**src/common/mcu_port_pkg.sv**
```systemverilog
package mcu_port_pkg;

    // Basic widths on the MCU side
    localparam int BYTE_W = 8;
    localparam int WORD_W = 16;
    localparam int SEL_W  = 6;

    typedef logic [BYTE_W-1:0] port_byte_t;
    typedef logic [WORD_W-1:0] mcu_word_t;
    typedef logic [SEL_W-1:0]  mcu_sel_t;

    // Port 2 bit map, strobes are active low
    localparam int P2_SEL2_BIT = 2;
    localparam int P2_ACK_BIT  = 3;
    localparam int P2_RDHI_BIT = 4;
    localparam int P2_RDLO_BIT = 5;
    localparam int P2_WRLO_BIT = 6;
    localparam int P2_WRHI_BIT = 7;

    // Select bus bit that requests the MCU interrupt
    localparam int SEL_IRQ_BIT = 0;

    // Select bits 5:3 land on port 3 bits 7:5
    localparam int SEL_P3_LSB   = 3;
    localparam int SEL_P3_WIDTH = 3;

    // Port 3 bits that loop back from the MCU's own outputs
    localparam int P3_OWN_W = 5;

    // INT1 pin levels, the 8751 input is active low
    localparam logic INT_ASSERTED = 1'b0;
    localparam logic INT_RELEASED = 1'b1;

endpackage

```
**src/common/cop_bank_pkg.sv**
```systemverilog
package cop_bank_pkg;

    // Bank flags driven by MCU port 1
    typedef logic [1:0] snd_flag_t;
    typedef logic [1:0] b1_flag_t;
    typedef logic [1:0] mix_flag_t;

    // Character bank from MCU port 3
    typedef logic [2:0] crback_t;

    // Status readout page, taken from the top of st_addr
    typedef logic [1:0] st_page_t;

    localparam int ST_PAGE_LSB = 6;

    localparam st_page_t PAGE_DOUT_LO = 2'd0;
    localparam st_page_t PAGE_DOUT_HI = 2'd1;
    localparam st_page_t PAGE_P0_IN   = 2'd2;
    localparam st_page_t PAGE_FLAGS   = 2'd3;

endpackage

```
**src/mcu_bridge/sel_irq.sv**
```systemverilog
`timescale 1ns/1ps

module sel_irq
    import mcu_port_pkg::*;
#(
    parameter int SYNC_STAGES = 1
) (
    input  logic clk,
    input  logic rst24,
    input  logic sel_irq_in,
    input  logic ack_n,
    output logic int1n
);

    logic sel_last;
    logic sel_l;

    // Optional synchronizer in front of the edge detector
    generate
        if (SYNC_STAGES > 0) begin : g_sync
            logic [SYNC_STAGES-1:0] sync_q;

            always_ff @(posedge clk or posedge rst24) begin
                if (rst24) begin
                    sync_q <= '0;
                end else begin
                    sync_q[0] <= sel_irq_in;
                    for (int i = 1; i < SYNC_STAGES; i++) begin
                        sync_q[i] <= sync_q[i-1];
                    end
                end
            end

            assign sel_last = sync_q[SYNC_STAGES-1];
        end else begin : g_nosync
            assign sel_last = sel_irq_in;
        end
    endgenerate

    // Rising edge sets the request, the MCU clears it via port 2
    always_ff @(posedge clk or posedge rst24) begin
        if (rst24) begin
            sel_l <= 1'b0;
            int1n <= INT_RELEASED;
        end else begin
            sel_l <= sel_last;
            // Acknowledge has priority over a fresh edge
            if (!ack_n) begin
                int1n <= INT_RELEASED;
            end else if (sel_last && !sel_l) begin
                int1n <= INT_ASSERTED;
            end
        end
    end

endmodule

```
**src/mcu_bridge/byte_mailbox.sv**
```systemverilog
`timescale 1ns/1ps

module byte_mailbox
    import mcu_port_pkg::*;
(
    input  logic       clk,
    input  logic       rst24,
    input  port_byte_t p2_out,
    input  port_byte_t p0_out,
    input  mcu_word_t  mcu_din,
    output port_byte_t p0_in,
    output mcu_word_t  mcu_dout
);

    logic rd_hi;
    logic rd_lo;
    logic wr_hi;
    logic wr_lo;

    port_byte_t din_hi;
    port_byte_t din_lo;

    // Port 2 strobes are active low
    assign rd_hi = ~p2_out[P2_RDHI_BIT];
    assign rd_lo = ~p2_out[P2_RDLO_BIT];
    assign wr_hi = ~p2_out[P2_WRHI_BIT];
    assign wr_lo = ~p2_out[P2_WRLO_BIT];

    assign din_hi = mcu_din[WORD_W-1:BYTE_W];
    assign din_lo = mcu_din[BYTE_W-1:0];

    // Main CPU to MCU, one byte at a time into port 0
    always_ff @(posedge clk or posedge rst24) begin
        if (rst24) begin
            p0_in <= '0;
        end else begin
            // Low byte wins if both strobes are down
            if (rd_lo) begin
                p0_in <= din_lo;
            end else if (rd_hi) begin
                p0_in <= din_hi;
            end
        end
    end

    // MCU to main CPU, halves written independently
    always_ff @(posedge clk or posedge rst24) begin
        if (rst24) begin
            mcu_dout <= '0;
        end else begin
            if (wr_hi) begin
                mcu_dout[WORD_W-1:BYTE_W] <= p0_out;
            end
            if (wr_lo) begin
                mcu_dout[BYTE_W-1:0] <= p0_out;
            end
        end
    end

endmodule

```
**src/logic/status_dump.sv**
```systemverilog
`timescale 1ns/1ps

module status_dump
    import mcu_port_pkg::*, cop_bank_pkg::*;
(
    input  logic       clk,
    input  logic       rst24,
    input  port_byte_t st_addr,
    input  mcu_word_t  mcu_dout,
    input  port_byte_t p0_in,
    input  snd_flag_t  snd_flag,
    input  b1_flag_t   b1_flag,
    input  logic       b0_flag,
    input  mix_flag_t  mix_flag,
    output port_byte_t st_dout
);

    st_page_t   page;
    port_byte_t page_byte;

    // Page number sits in the top bits of the address
    assign page = st_addr[ST_PAGE_LSB +: $bits(st_page_t)];

    always_comb begin
        page_byte = '0;
        case (page)
            PAGE_DOUT_LO: page_byte = mcu_dout[BYTE_W-1:0];
            PAGE_DOUT_HI: page_byte = mcu_dout[WORD_W-1:BYTE_W];
            PAGE_P0_IN:   page_byte = p0_in;
            // Same layout as port 1, bit 7 reads as zero
            PAGE_FLAGS:   page_byte = {1'b0, snd_flag, b1_flag, b0_flag, mix_flag};
            default:      page_byte = '0;
        endcase
    end

    always_ff @(posedge clk or posedge rst24) begin
        if (rst24) begin
            st_dout <= '0;
        end else begin
            st_dout <= page_byte;
        end
    end

endmodule

```
**src/logic/cop_mcu_bridge.sv**
```systemverilog
`timescale 1ns/1ps

module cop_mcu_bridge
    import mcu_port_pkg::*, cop_bank_pkg::*;
#(
    parameter int SYNC_STAGES = 1
) (
    input  logic       clk,
    input  logic       rst24,
    // Main CPU side
    input  mcu_sel_t   mcu_sel,
    input  mcu_word_t  mcu_din,
    // MCU port outputs
    input  port_byte_t p0_out,
    input  port_byte_t p1_out,
    input  port_byte_t p2_out,
    input  port_byte_t p3_out,
    input  port_byte_t st_addr,
    // MCU inputs
    output logic       int1n,
    output port_byte_t p0_in,
    output port_byte_t p3_in,
    output mcu_word_t  mcu_dout,
    output logic       sel2,
    // ROM banking
    output snd_flag_t  snd_flag,
    output b1_flag_t   b1_flag,
    output logic       b0_flag,
    output mix_flag_t  mix_flag,
    output crback_t    crback,
    output port_byte_t st_dout
);

    // Port 1 carries the bank flags, bit 7 unused
    assign {snd_flag, b1_flag, b0_flag, mix_flag} = p1_out[6:0];

    assign crback = p3_out[$bits(crback_t)-1:0];

    // Port 3 input mixes select bits with the port's own outputs
    assign p3_in = {mcu_sel[SEL_P3_LSB +: SEL_P3_WIDTH], p3_out[P3_OWN_W-1:0]};

    assign sel2 = p2_out[P2_SEL2_BIT];

    sel_irq #(
        .SYNC_STAGES (SYNC_STAGES)
    ) irq_u (
        .clk        (clk),
        .rst24      (rst24),
        .sel_irq_in (mcu_sel[SEL_IRQ_BIT]),
        .ack_n      (p2_out[P2_ACK_BIT]),
        .int1n      (int1n)
    );

    byte_mailbox mailbox_u (
        .clk      (clk),
        .rst24    (rst24),
        .p2_out   (p2_out),
        .p0_out   (p0_out),
        .mcu_din  (mcu_din),
        .p0_in    (p0_in),
        .mcu_dout (mcu_dout)
    );

    status_dump status_u (
        .clk      (clk),
        .rst24    (rst24),
        .st_addr  (st_addr),
        .mcu_dout (mcu_dout),
        .p0_in    (p0_in),
        .snd_flag (snd_flag),
        .b1_flag  (b1_flag),
        .b0_flag  (b0_flag),
        .mix_flag (mix_flag),
        .st_dout  (st_dout)
    );

endmodule

```
**config.mk**
```make
export PLATFORM = sky130hd
export DESIGN_NAME = cop_mcu_bridge
export DESIGN_NICKNAME = d
export VERILOG_FILES = /design/src/common/mcu_port_pkg.sv /design/src/common/cop_bank_pkg.sv /design/src/mcu_bridge/sel_irq.sv /design/src/mcu_bridge/byte_mailbox.sv /design/src/logic/status_dump.sv /design/src/logic/cop_mcu_bridge.sv
export SDC_FILE = /design/constraint.sdc
export NUM_CORES = 1
export LEC_CHECK = 0
export BUFFER_PORTS_ARGS = -buffer_cell sky130_fd_sc_hd__buf_2
export CORE_MARGIN = 3
export CORE_UTILIZATION = 40
export DETAILED_ROUTE_END_ITERATION = 16
export PLACE_DENSITY = 0.86
export SYNTH_ARGS = -nofsm -noshare
export SYNTH_HDL_FRONTEND = slang
export SYNTH_SLANG_ARGS = --single-unit
```
**constraint.sdc**
```tcl
create_clock -name clk -period 1.5 [get_ports clk]
set_clock_uncertainty 0.1 [all_clocks]
set_input_delay 0.3 -clock clk [delete_from_list [all_inputs] [get_ports clk]]
set_output_delay 0.3 -clock clk [all_outputs]
set_load 0.03 [all_outputs]
```
==> flow_summary.ini, run 1 <==
[critical_path]
crit_path_start_kind = flip-flop
path_buf_inv = 1
crit_path_cell_trace = buf_2
worst-setup-path-type = flip-flop to output pin
worst_path_max_delay_cell = dfstp_2
critPathMaxFanout = 2
cp_top_family = flip-flops
slowest_delay_ns = 0.53
cp.required_ns = 1.10
endpoint_kind = output pin
worst_ep_arrival_time_ns = 0.99

[cells_and_area]
nets = 244
drive_gt1_frac = 0.630
multi_input_area_um2 = 522
mostFrequentLayoutCell = buf_2
n_fill_cell = 327
final_cell_mix = buf_2, dfrtp_1, mux2_2, mux2i_1
area_growth_pct = 25.9
diodes = 0
finalNonFillerCells = 229
seq_area_um2 = 877

[clock_network]
cts_tree = yes
root_buffer = clkbuf_8
cts_buffers = 5
cts.path.max_buffers = 2
ctsResizeCount = 0
postCtsSetupRepairBufs = 0
cts.sink_count = 35
clkTransAtPathRegs_ns = 0.06
htree_levels = 2
clk_latency_ns = 0.28

[sta]
fin_crit_ns = 1.39
setup_viol = 0
worstMarginPinSlew_ns = 0.292
maxSlewHeadroom = 0.806
rsz0062_at_grt = no
setup_tns_ns = 0
min_period_over_period = 0.927
hold_violations = 0
clock.fmax_mhz = 719
slew_viol_final = 0

[synth]
synth_fp_nets = 179
yosys_warnings = 0
synth_cell_types = 15
synth_top_area_share = 0.532
syn_area_per_cell_um2 = 13.9
synth_seq_cells = 35
synth_area_leaders = dfrtp_1, mux2_2, mux4_2
ys_seq_area_frac = 0.549
syn-cell-area_um2 = 1600
synth_top_area_cell = dfrtp_1
syn_inst = 115

[placed_design]
gp_congestion = 0.818
dp_hpwl_um = 2830
io_buffers = 80
dp_cells = 220

[die]
fp.dieH_um = 69.2
core-area_um2 = 3740
initial_utilization = 0.427
ios = 116
die_w_um = 69.2
die-area_um2 = 4790
rows = 22

[detailed_routing]
wirelength_um = 3580
ant_nets = 0
viasPerCell = 4.85
routedWlPerCell_um = 15.6
drt_iter0_markers = 53
dr.pass1.iters = 4
drc = 0
routed-via-count = 1110

[status]
outcome = completed

[global_route]
antenna_found_initial = 0
grt_max_degree = 36
overflow = 0
grt_pass1_wl_um = 5740
grt_pass1_vias = 1082
grt_usage = 0.160

[flow_run]
drv_cap = 0

[power_and_ir_drop]
cellPowerDensity_nw_per_um2 = 1190
vdd_drop_max_mv = 0.510
p_leak_nw = 0.999

[hold_path]
min_path_type = input port to flip-flop
[path summary, 6_finish.rpt]
check                      cells past startpoint                start             endpoint  slack, ns
min in group asynchronous                      4                rst24  status_u.st_dout[5]       0.51
hold / removal                                 1           mcu_sel[0]  irq_u.g_sync.sync_q       0.02
setup reg to reg                               1   mailbox_u.p0_in[4]  status_u.st_dout[4]       0.40
hold reg to reg                                0  irq_u.g_sync.sync_q          irq_u.sel_l       0.28
max in group asynchronous                      4                rst24          irq_u.int1n       0.55
setup / recovery                               1          irq_u.int1n                int1n       0.11
[cell families after synthesis]
| group | Yosys count | share of synthesized area |
|---|---|---|
| flip-flops | 35 | 0.549 |
| multiplexers | 32 | 0.268 |
| buffers and inverters | 28 | 0.125 |
| AO/OA/AOI/OAI | 10 | 0.0313 |
| AND/OR/NAND/NOR | 10 | 0.0274 |
[power by group]
group          switching (mW)  internal [mW]  leakage (nW)
clock network           0.311          0.418        0.0515
logic                   0.358          0.219         0.543
registers              0.0549           1.04         0.405
total                   0.723           1.68         0.999
[flip-flops by register name, indices dropped and copies added (netlist names)]
signal,cells
mailbox_u.p0_in,8
irq_u.g_sync.sync_q,1
irq_u.int1n,1
status_u.st_dout,8
irq_u.sel_l,1
mailbox_u.mcu_dout,16
[routing by layer]
layer  track usage  wire, um  up-vias  share of wire
met3        0.0522       392       15           0.11
met5             0         0        -              0
met2         0.248      1720       69           0.48
met1         0.193      1360      512           0.38
li1              -         -      514              -
met4        0.0998       109        0          0.030
[Yosys cell counts (all sizes together)]
cell and count:
mux2 16, a21oi 8, nor2b 1, mux2i 9, clkbuf 1, dfstp 1, buf 25, dfrtp 34
o21ai 2, nand3b 1, mux4 7, inv 2, nor2 8
[layout make-up]
| cell class | instances | share of cell area |
|---|---|---|
| multi-input cells | 52 | 0.259 |
| repair buffers | 84 | 0.221 |
| well taps | 48 | 0.0299 |
| clock buffers | 8 | 0.0498 |
| inverters | 2 | 0.00373 |
| flip-flops and latches | 35 | 0.436 |
[metrics by stage]
| stage | area, um^2 | total power, mW | hold slack [ns] | utilization | setup WS, ns |
|---|---|---|---|---|---|
| floorplan | 1600 | 1.57 | 0.231 | - | 0.309 |
| detailed placement | 1900 | 1.70 | 0.258 | 0.508 | 0.222 |
| CTS | 2010 | 2.44 | 0.0127 | 0.537 | 0.0970 |
| global placement | 1900 | 1.68 | 0.254 | 0.508 | 0.234 |
| finish | 2010 | 2.40 | 0.0226 | 0.537 | 0.109 |
| global route | 2010 | 2.51 | 0.0187 | 0.537 | 0.0823 |
[timing repair]
| item | in CTS | in global routing |
|---|---|---|
| hold endpoints to repair | 34 | 0 |
| setup endpoints to repair | 0 | 0 |
| hold buffers | 1 | 0 |
Power figures use the tool's default switching activity.
==> inputs of run 2 (changes only) <==
ABC_AREA = 1   (was unset)
CORE_UTILIZATION = 41   (was 40)
PLACE_DENSITY = 0.87   (was 0.86)
clock period = 1.35 ns   (was 1.5 ns; I/O delays follow)
==> run 2 against run 1 <==
Non-clock buffer count down 1. Largest cell class unchanged. Synthesized area is 2.9% higher. Worst hold slack lost 0.0046 ns. Critical endpoint unchanged.
==> flow_summary.ini, run 2 <==
[status]
outcome = completed

[synth]
synth_top_area_share = 0.518
synth_ff_type = dfrtp_1
synth_area_leaders = dfrtp_1, nand2_1, nand3_1
synth_edf_count = 0
yosys_warnings = 0
synthTopCellsByCount = nand2_1, dfrtp_1, nand3_1
async_flop_share = 1.00
synth_seq_cells = 35
ys_seq_area_frac = 0.533
synth_fp_nets = 246
syn_inst = 182
synth_top_area_cell = dfrtp_1
syn_area_per_cell_um2 = 9.03
syn-cell-area_um2 = 1640
yosysMostFrequentCell = nand2_1
synth_cell_types = 14

[placed_design]
gp_congestion = 0.797
dpl_cell_area_um2 = 1910
dp_cells = 286
io_buffers = 80
dp_hpwl_um = 2860

[cells_and_area]
utilization = 0.536
final_cell_area_um2 = 2020
seq_area_um2 = 877
drive_gt1_frac = 0.387
area_growth_pct = 22.8
max_flop_register = mailbox_u.mcu_dout
n_fill_cell = 367
final_cell_mix = buf_2, nand2_1, dfrtp_1, nand3_1, o21ai_0
mostFrequentLayoutCell = buf_2
nets = 311
largest_register_ffs = 16
multi_input_area_um2 = 499
finalNonFillerCells = 296
reg.largest.list = mailbox_u.mcu_dout x16, mailbox_u.p0_in x8, status_u.st_dout x8
diodes = 0

[detailed_routing]
drt_iter0_markers = 51
drc = 0
dr.pass1.iters = 4
wirelength_um = 3690
ant_nets = 0
viasPerCell = 4.83
routedWlPerCell_um = 12.4
routed-via-count = 1430

[critical_path]
endpoint_kind = output pin
rrSetupSlack_ns = 0.54
cp_top_family = flip-flops
slowest_delay_ns = 0.54
r2r_end = status_u.st_dout[1]
r2r_start = mailbox_u.mcu_dout[9]
path_buf_inv = 1
critPathMaxFanout = 2
worst_path_max_delay_cell = dfstp_2
worst-setup-path-type = flip-flop to output pin
worst_ep_arrival_time_ns = 0.94
worstRegToRegCells = 2
cp.required_ns = 0.98
crit_path_cell_trace = buf_6
crit_path_start_kind = flip-flop

[hold_path]
min_to = irq_u.int1n
min_path_type = input port to flip-flop
whs_path_depth = 2
worstHoldStart = p2_out[3]

[sta]
hold_violations = 0
min_period_over_period = 0.972
slew_viol_final = 0
hold_ws_ns = 0.0180
maxSlewHeadroom = 0.774
fin_crit_ns = 1.31
setup_viol = 0
worstMarginPinSlew_ns = 0.339
clock.fmax_mhz = 762
setup_tns_ns = 0
rsz0062_at_grt = no

[power_and_ir_drop]
p_sw_frac = 0.327
seqPwrFrac = 0.486
power.switching_mw = 0.816
pwr-share-comb = 0.232
p_leak_nw = 1.09
vdd_drop_max_mv = 0.590
p_int_mw = 1.68
cellPowerDensity_nw_per_um2 = 1240
clock_power_share = 0.282

[flow_run]
drv_cap = 0

[clock_network]
clkTransAtPathRegs_ns = 0.07
cts_tree = yes
root_buffer = clkbuf_8
htree_levels = 2
cts_buffers = 5
clk_latency_ns = 0.28
cts.sink_count = 35
cts.path.max_buffers = 2

[die]
initial_utilization = 0.436
die_w_um = 69.3
die-area_um2 = 4810
fp.dieH_um = 69.3
rows = 22
core-area_um2 = 3770
ios = 116

[global_route]
grt_pass1_wl_um = 6380
antenna_found_initial = 0
grt_usage = 0.165
grt_pass1_vias = 1391
grt_max_degree = 36
overflow = 0
[run 2: kinds of logic after synthesis]
kind of cell	share of synthesized area
buf+inv	0.163
flops	0.533
compound gates	0.0517
simple gates	0.252
[run 2: worst register-to-register path: stages (launching register included)]
cell and delay, ns:
dfrtp_1 0.41, nand3_1 0.09, nand4_1 0.09
[run 2: timing repair]
| item | in CTS | in global routing |
|---|---|---|
| endpoints found under the hold margin | 35 | 0 |
| setup endpoints to repair | 1 | 1 |
| buffers inserted | 0 | 0 |
| resized for setup | 1 | 1 |
| hold buffers | 2 | 0 |
[run 2: layout make-up]
type	count	area share
inverter	14	0.0260
clock inverter	3	0.00743
tap	48	0.0297
sequential	35	0.434
timing repair buffer	83	0.221
clock buffer	5	0.0341
multi-input combinational	108	0.247
[run 2: how the worst max path moves through the flow]
stage                                     end  depth (start not counted)   startpoint  slack, ns
after detailed placement  status_u.st_dout[0]                          4   st_addr[6]       0.20
final                                   int1n                          1  irq_u.int1n       0.04
after floorplan           irq_u.g_sync.sync_q                          1        rst24       0.21
after global placement    status_u.st_dout[5]                          4   st_addr[6]       0.23
after CTS                               int1n                          1  irq_u.int1n      0.009
after global routing                    int1n                          1  irq_u.int1n      0.003
[run 2: metal layers]
layer	wire, um	GRT usage
met1	1580	0.213
met2	1790	0.260
met3	283	0.0507
met4	30	0.0607
met5	0	0
[run 2: stage by stage]
stage	setup slack (ns)	total power, mW
floorplan	0.206	1.69
global placement	0.233	1.80
detailed placement	0.203	1.81
CTS	0.00887	2.53
global route	0.00349	2.64
finish	0.0374	2.50
[run 2: power by group through the flow]
stage | clock network [mW] | registers [mW] | logic (mW)
final | 0.705 | 1.21 | 0.579
after global routing | 0.781 | 1.23 | 0.632
after CTS | 0.729 | 1.21 | 0.587
after detailed placement | 0 | 1.23 | 0.581
after global placement | 0 | 1.23 | 0.572
after floorplan | 0 | 1.42 | 0.270
==> inputs of run 3 (changes only) <==
--- a/config.mk
+++ b/config.mk
@@ -9,2 +9,3 @@
 export BUFFER_PORTS_ARGS = -buffer_cell sky130_fd_sc_hd__buf_2
+export CORE_ASPECT_RATIO = 0.6
 export CORE_MARGIN = 3
==> constraint.sdc (replaced) <==
create_clock -name clk -period 1.35 [get_ports clk]
set_clock_uncertainty 0.1 [all_clocks]
set_input_delay 0.0675 -clock clk [delete_from_list [all_inputs] [get_ports clk]]
set_output_delay 0.0675 -clock clk [all_outputs]
set_load 0.03 [all_outputs]
==> run 3 against run 2 <==
Power up 8.6%. Non-clock buffer count up 36. Cell count up 12%. Clock power up 17%. Via count up 13%. Die area up 0.51%. Largest power group unchanged.
==> flow_summary.ini, run 3 (same netlist as run 2, synthesis figures left out) <==
[status]
outcome = completed

[cells_and_area]
reg.largest.list = mailbox_u.mcu_dout x16, mailbox_u.p0_in x8, status_u.st_dout x8
diodes = 0
mostFrequentLayoutCell = buf_2
n_fill_cell = 342
final_cell_mix = buf_2, nand2_1, dlygate4sd3_1, dfrtp_1, nand3_1
multi_input_area_um2 = 499
area_growth_pct = 43.9
max_flop_register = mailbox_u.mcu_dout
nets = 347
seq_area_um2 = 877
drive_gt1_frac = 0.349
final_cell_area_um2 = 2370
largest_register_ffs = 16
finalNonFillerCells = 331

[detailed_routing]
routed-via-count = 1611
drt_iter0_markers = 54
routedWlPerCell_um = 13.5
viasPerCell = 4.87
ant_nets = 0
dr.pass1.iters = 4
drc = 0
wirelength_um = 4480

[clock_network]
cts.path.max_buffers = 2
cts_tree = yes
cts.sink_count = 35
htree_levels = 2
clkTransAtPathRegs_ns = 0.07
clk_latency_ns = 0.28
ctsResizeCount = 0
root_buffer = clkbuf_8
cts_buffers = 5

[die]
core-area_um2 = 3760
die-area_um2 = 4830
ios = 116
rows = 17
initial_utilization = 0.437
die_w_um = 87.8
fp.dieH_um = 55.1

[sta]
worstMarginPinSlew_ns = 0.440
clock.fmax_mhz = 754
fin_ws_ns = 0.0244
hold_violations = 0
min_period_over_period = 0.982
fin_crit_ns = 1.33
maxSlewHeadroom = 0.707
setup_viol = 0
slew_viol_final = 0
hold_ws_ns = 0.0136

[critical_path]
cp_top_family = buffers and inverters
worst_ep_arrival_time_ns = 1.39
endpoint_kind = flip-flop
cpMostUsedCell = dlygate4sd3_1
cp.required_ns = 1.41
crit_path_cell_trace = dlygate4sd3_1 > buf_2 > nand2_1 > nand3_1 > dlygate4sd3_1
crit_path_start_kind = input port
critPathMaxFanout = 1
path_buf_inv = 3
slowest_delay_ns = 0.55
worst_path_max_delay_cell = dlygate4sd3_1
worst-setup-path-type = input port to flip-flop

[global_route]
grt_pass1_wl_um = 6680
antenna_found_initial = 0
grt_max_degree = 36
grt_pass1_vias = 1533
grt_usage = 0.182
overflow = 0

[placed_design]
dp_hpwl_um = 2980
gp_congestion = 0.789
dpl_cell_area_um2 = 1900
pre_cts_ws_ns = 0.359
io_buffers = 80
dp_cells = 286

[power_and_ir_drop]
p_leak_nw = 1.24
cellPowerDensity_nw_per_um2 = 1150
vdd_drop_max_mv = 0.648

[flow_run]
drv_cap = 0

[hold_path]
min_path_type = input port to flip-flop
## run 3: cell count changes in the layout (fill, tap and decap cells not counted), sizes merged
cell / delta
buf: +4
clkbuf: +3
clkinv: -3
dlygate4sd3: +32
## run 3: repair_timing
action                                  4_1_cts  5_1_grt
buffers inserted                              0        3
hold buffers                                 34        4
endpoints found under the setup margin        0        5
endpoints found under the hold margin        67        4
## run 3: final cells by class
type / instances / area share
Sequential cell: 35 / 0.371
Timing Repair Buffer: 119 / 0.329
Multi-Input combinational cell: 108 / 0.211
Clock buffer: 8 / 0.0423
Tap cell: 47 / 0.0249
Inverter: 14 / 0.0222
## run 3: metal layers
metal / wire length (um) / vias up / global-route usage
met1: 1950 / 756 / 0.219
met2: 2140 / 70 / 0.328
met3: 354 / 5 / 0.0488
met5: 0 / - / 0
li1: - / 780 / -
met4: 33 / 0 / 0.0561
## run 3: where the power goes
part	internal (mW)	switching (mW)	total, mW	leakage [nW]
logic	0.253	0.423	0.676	0.761
registers	1.15	0.0644	1.21	0.425
clock network	0.466	0.358	0.823	0.0515
total	1.87	0.845	2.71	1.24
## run 3: path summary, 6_finish.rpt
kind	from	endpoint	slack [ns]	depth (start not counted)
max in group asynchronous	rst24	irq_u.int1n	0.48	4
min in group asynchronous	rst24	status_u.st_dout[1]	0.32	4
hold reg to reg	irq_u.g_sync.sync_q	irq_u.sel_l	0.27	0
setup reg to reg	mailbox_u.p0_in[3]	mailbox_u.p0_in[3]	0.03	3
setup / recovery	mcu_din[10]	mailbox_u.p0_in[2]	0.02	5
hold / removal	p2_out[4]	mailbox_u.p0_in[0]	0.01	4
## run 3: per-stage QoR
| stage | setup TNS [ns] | util | total power [mW] |
|---|---|---|---|
| global route | -0.0302 | 0.628 | 2.84 |
| floorplan | 0 | - | 1.69 |
| finish | 0 | 0.628 | 2.71 |
| global placement | 0 | 0.505 | 1.80 |
| CTS | 0 | 0.622 | 2.73 |
| detailed placement | 0 | 0.505 | 1.81 |
## run 3: worst register-to-register path, delay by kind of cell (launching register included)
family / cells / cell delay, ns
AND/OR/NAND/NOR: 2 / 0.15
buffers and inverters: 1 / 0.56
flip-flops: 1 / 0.40
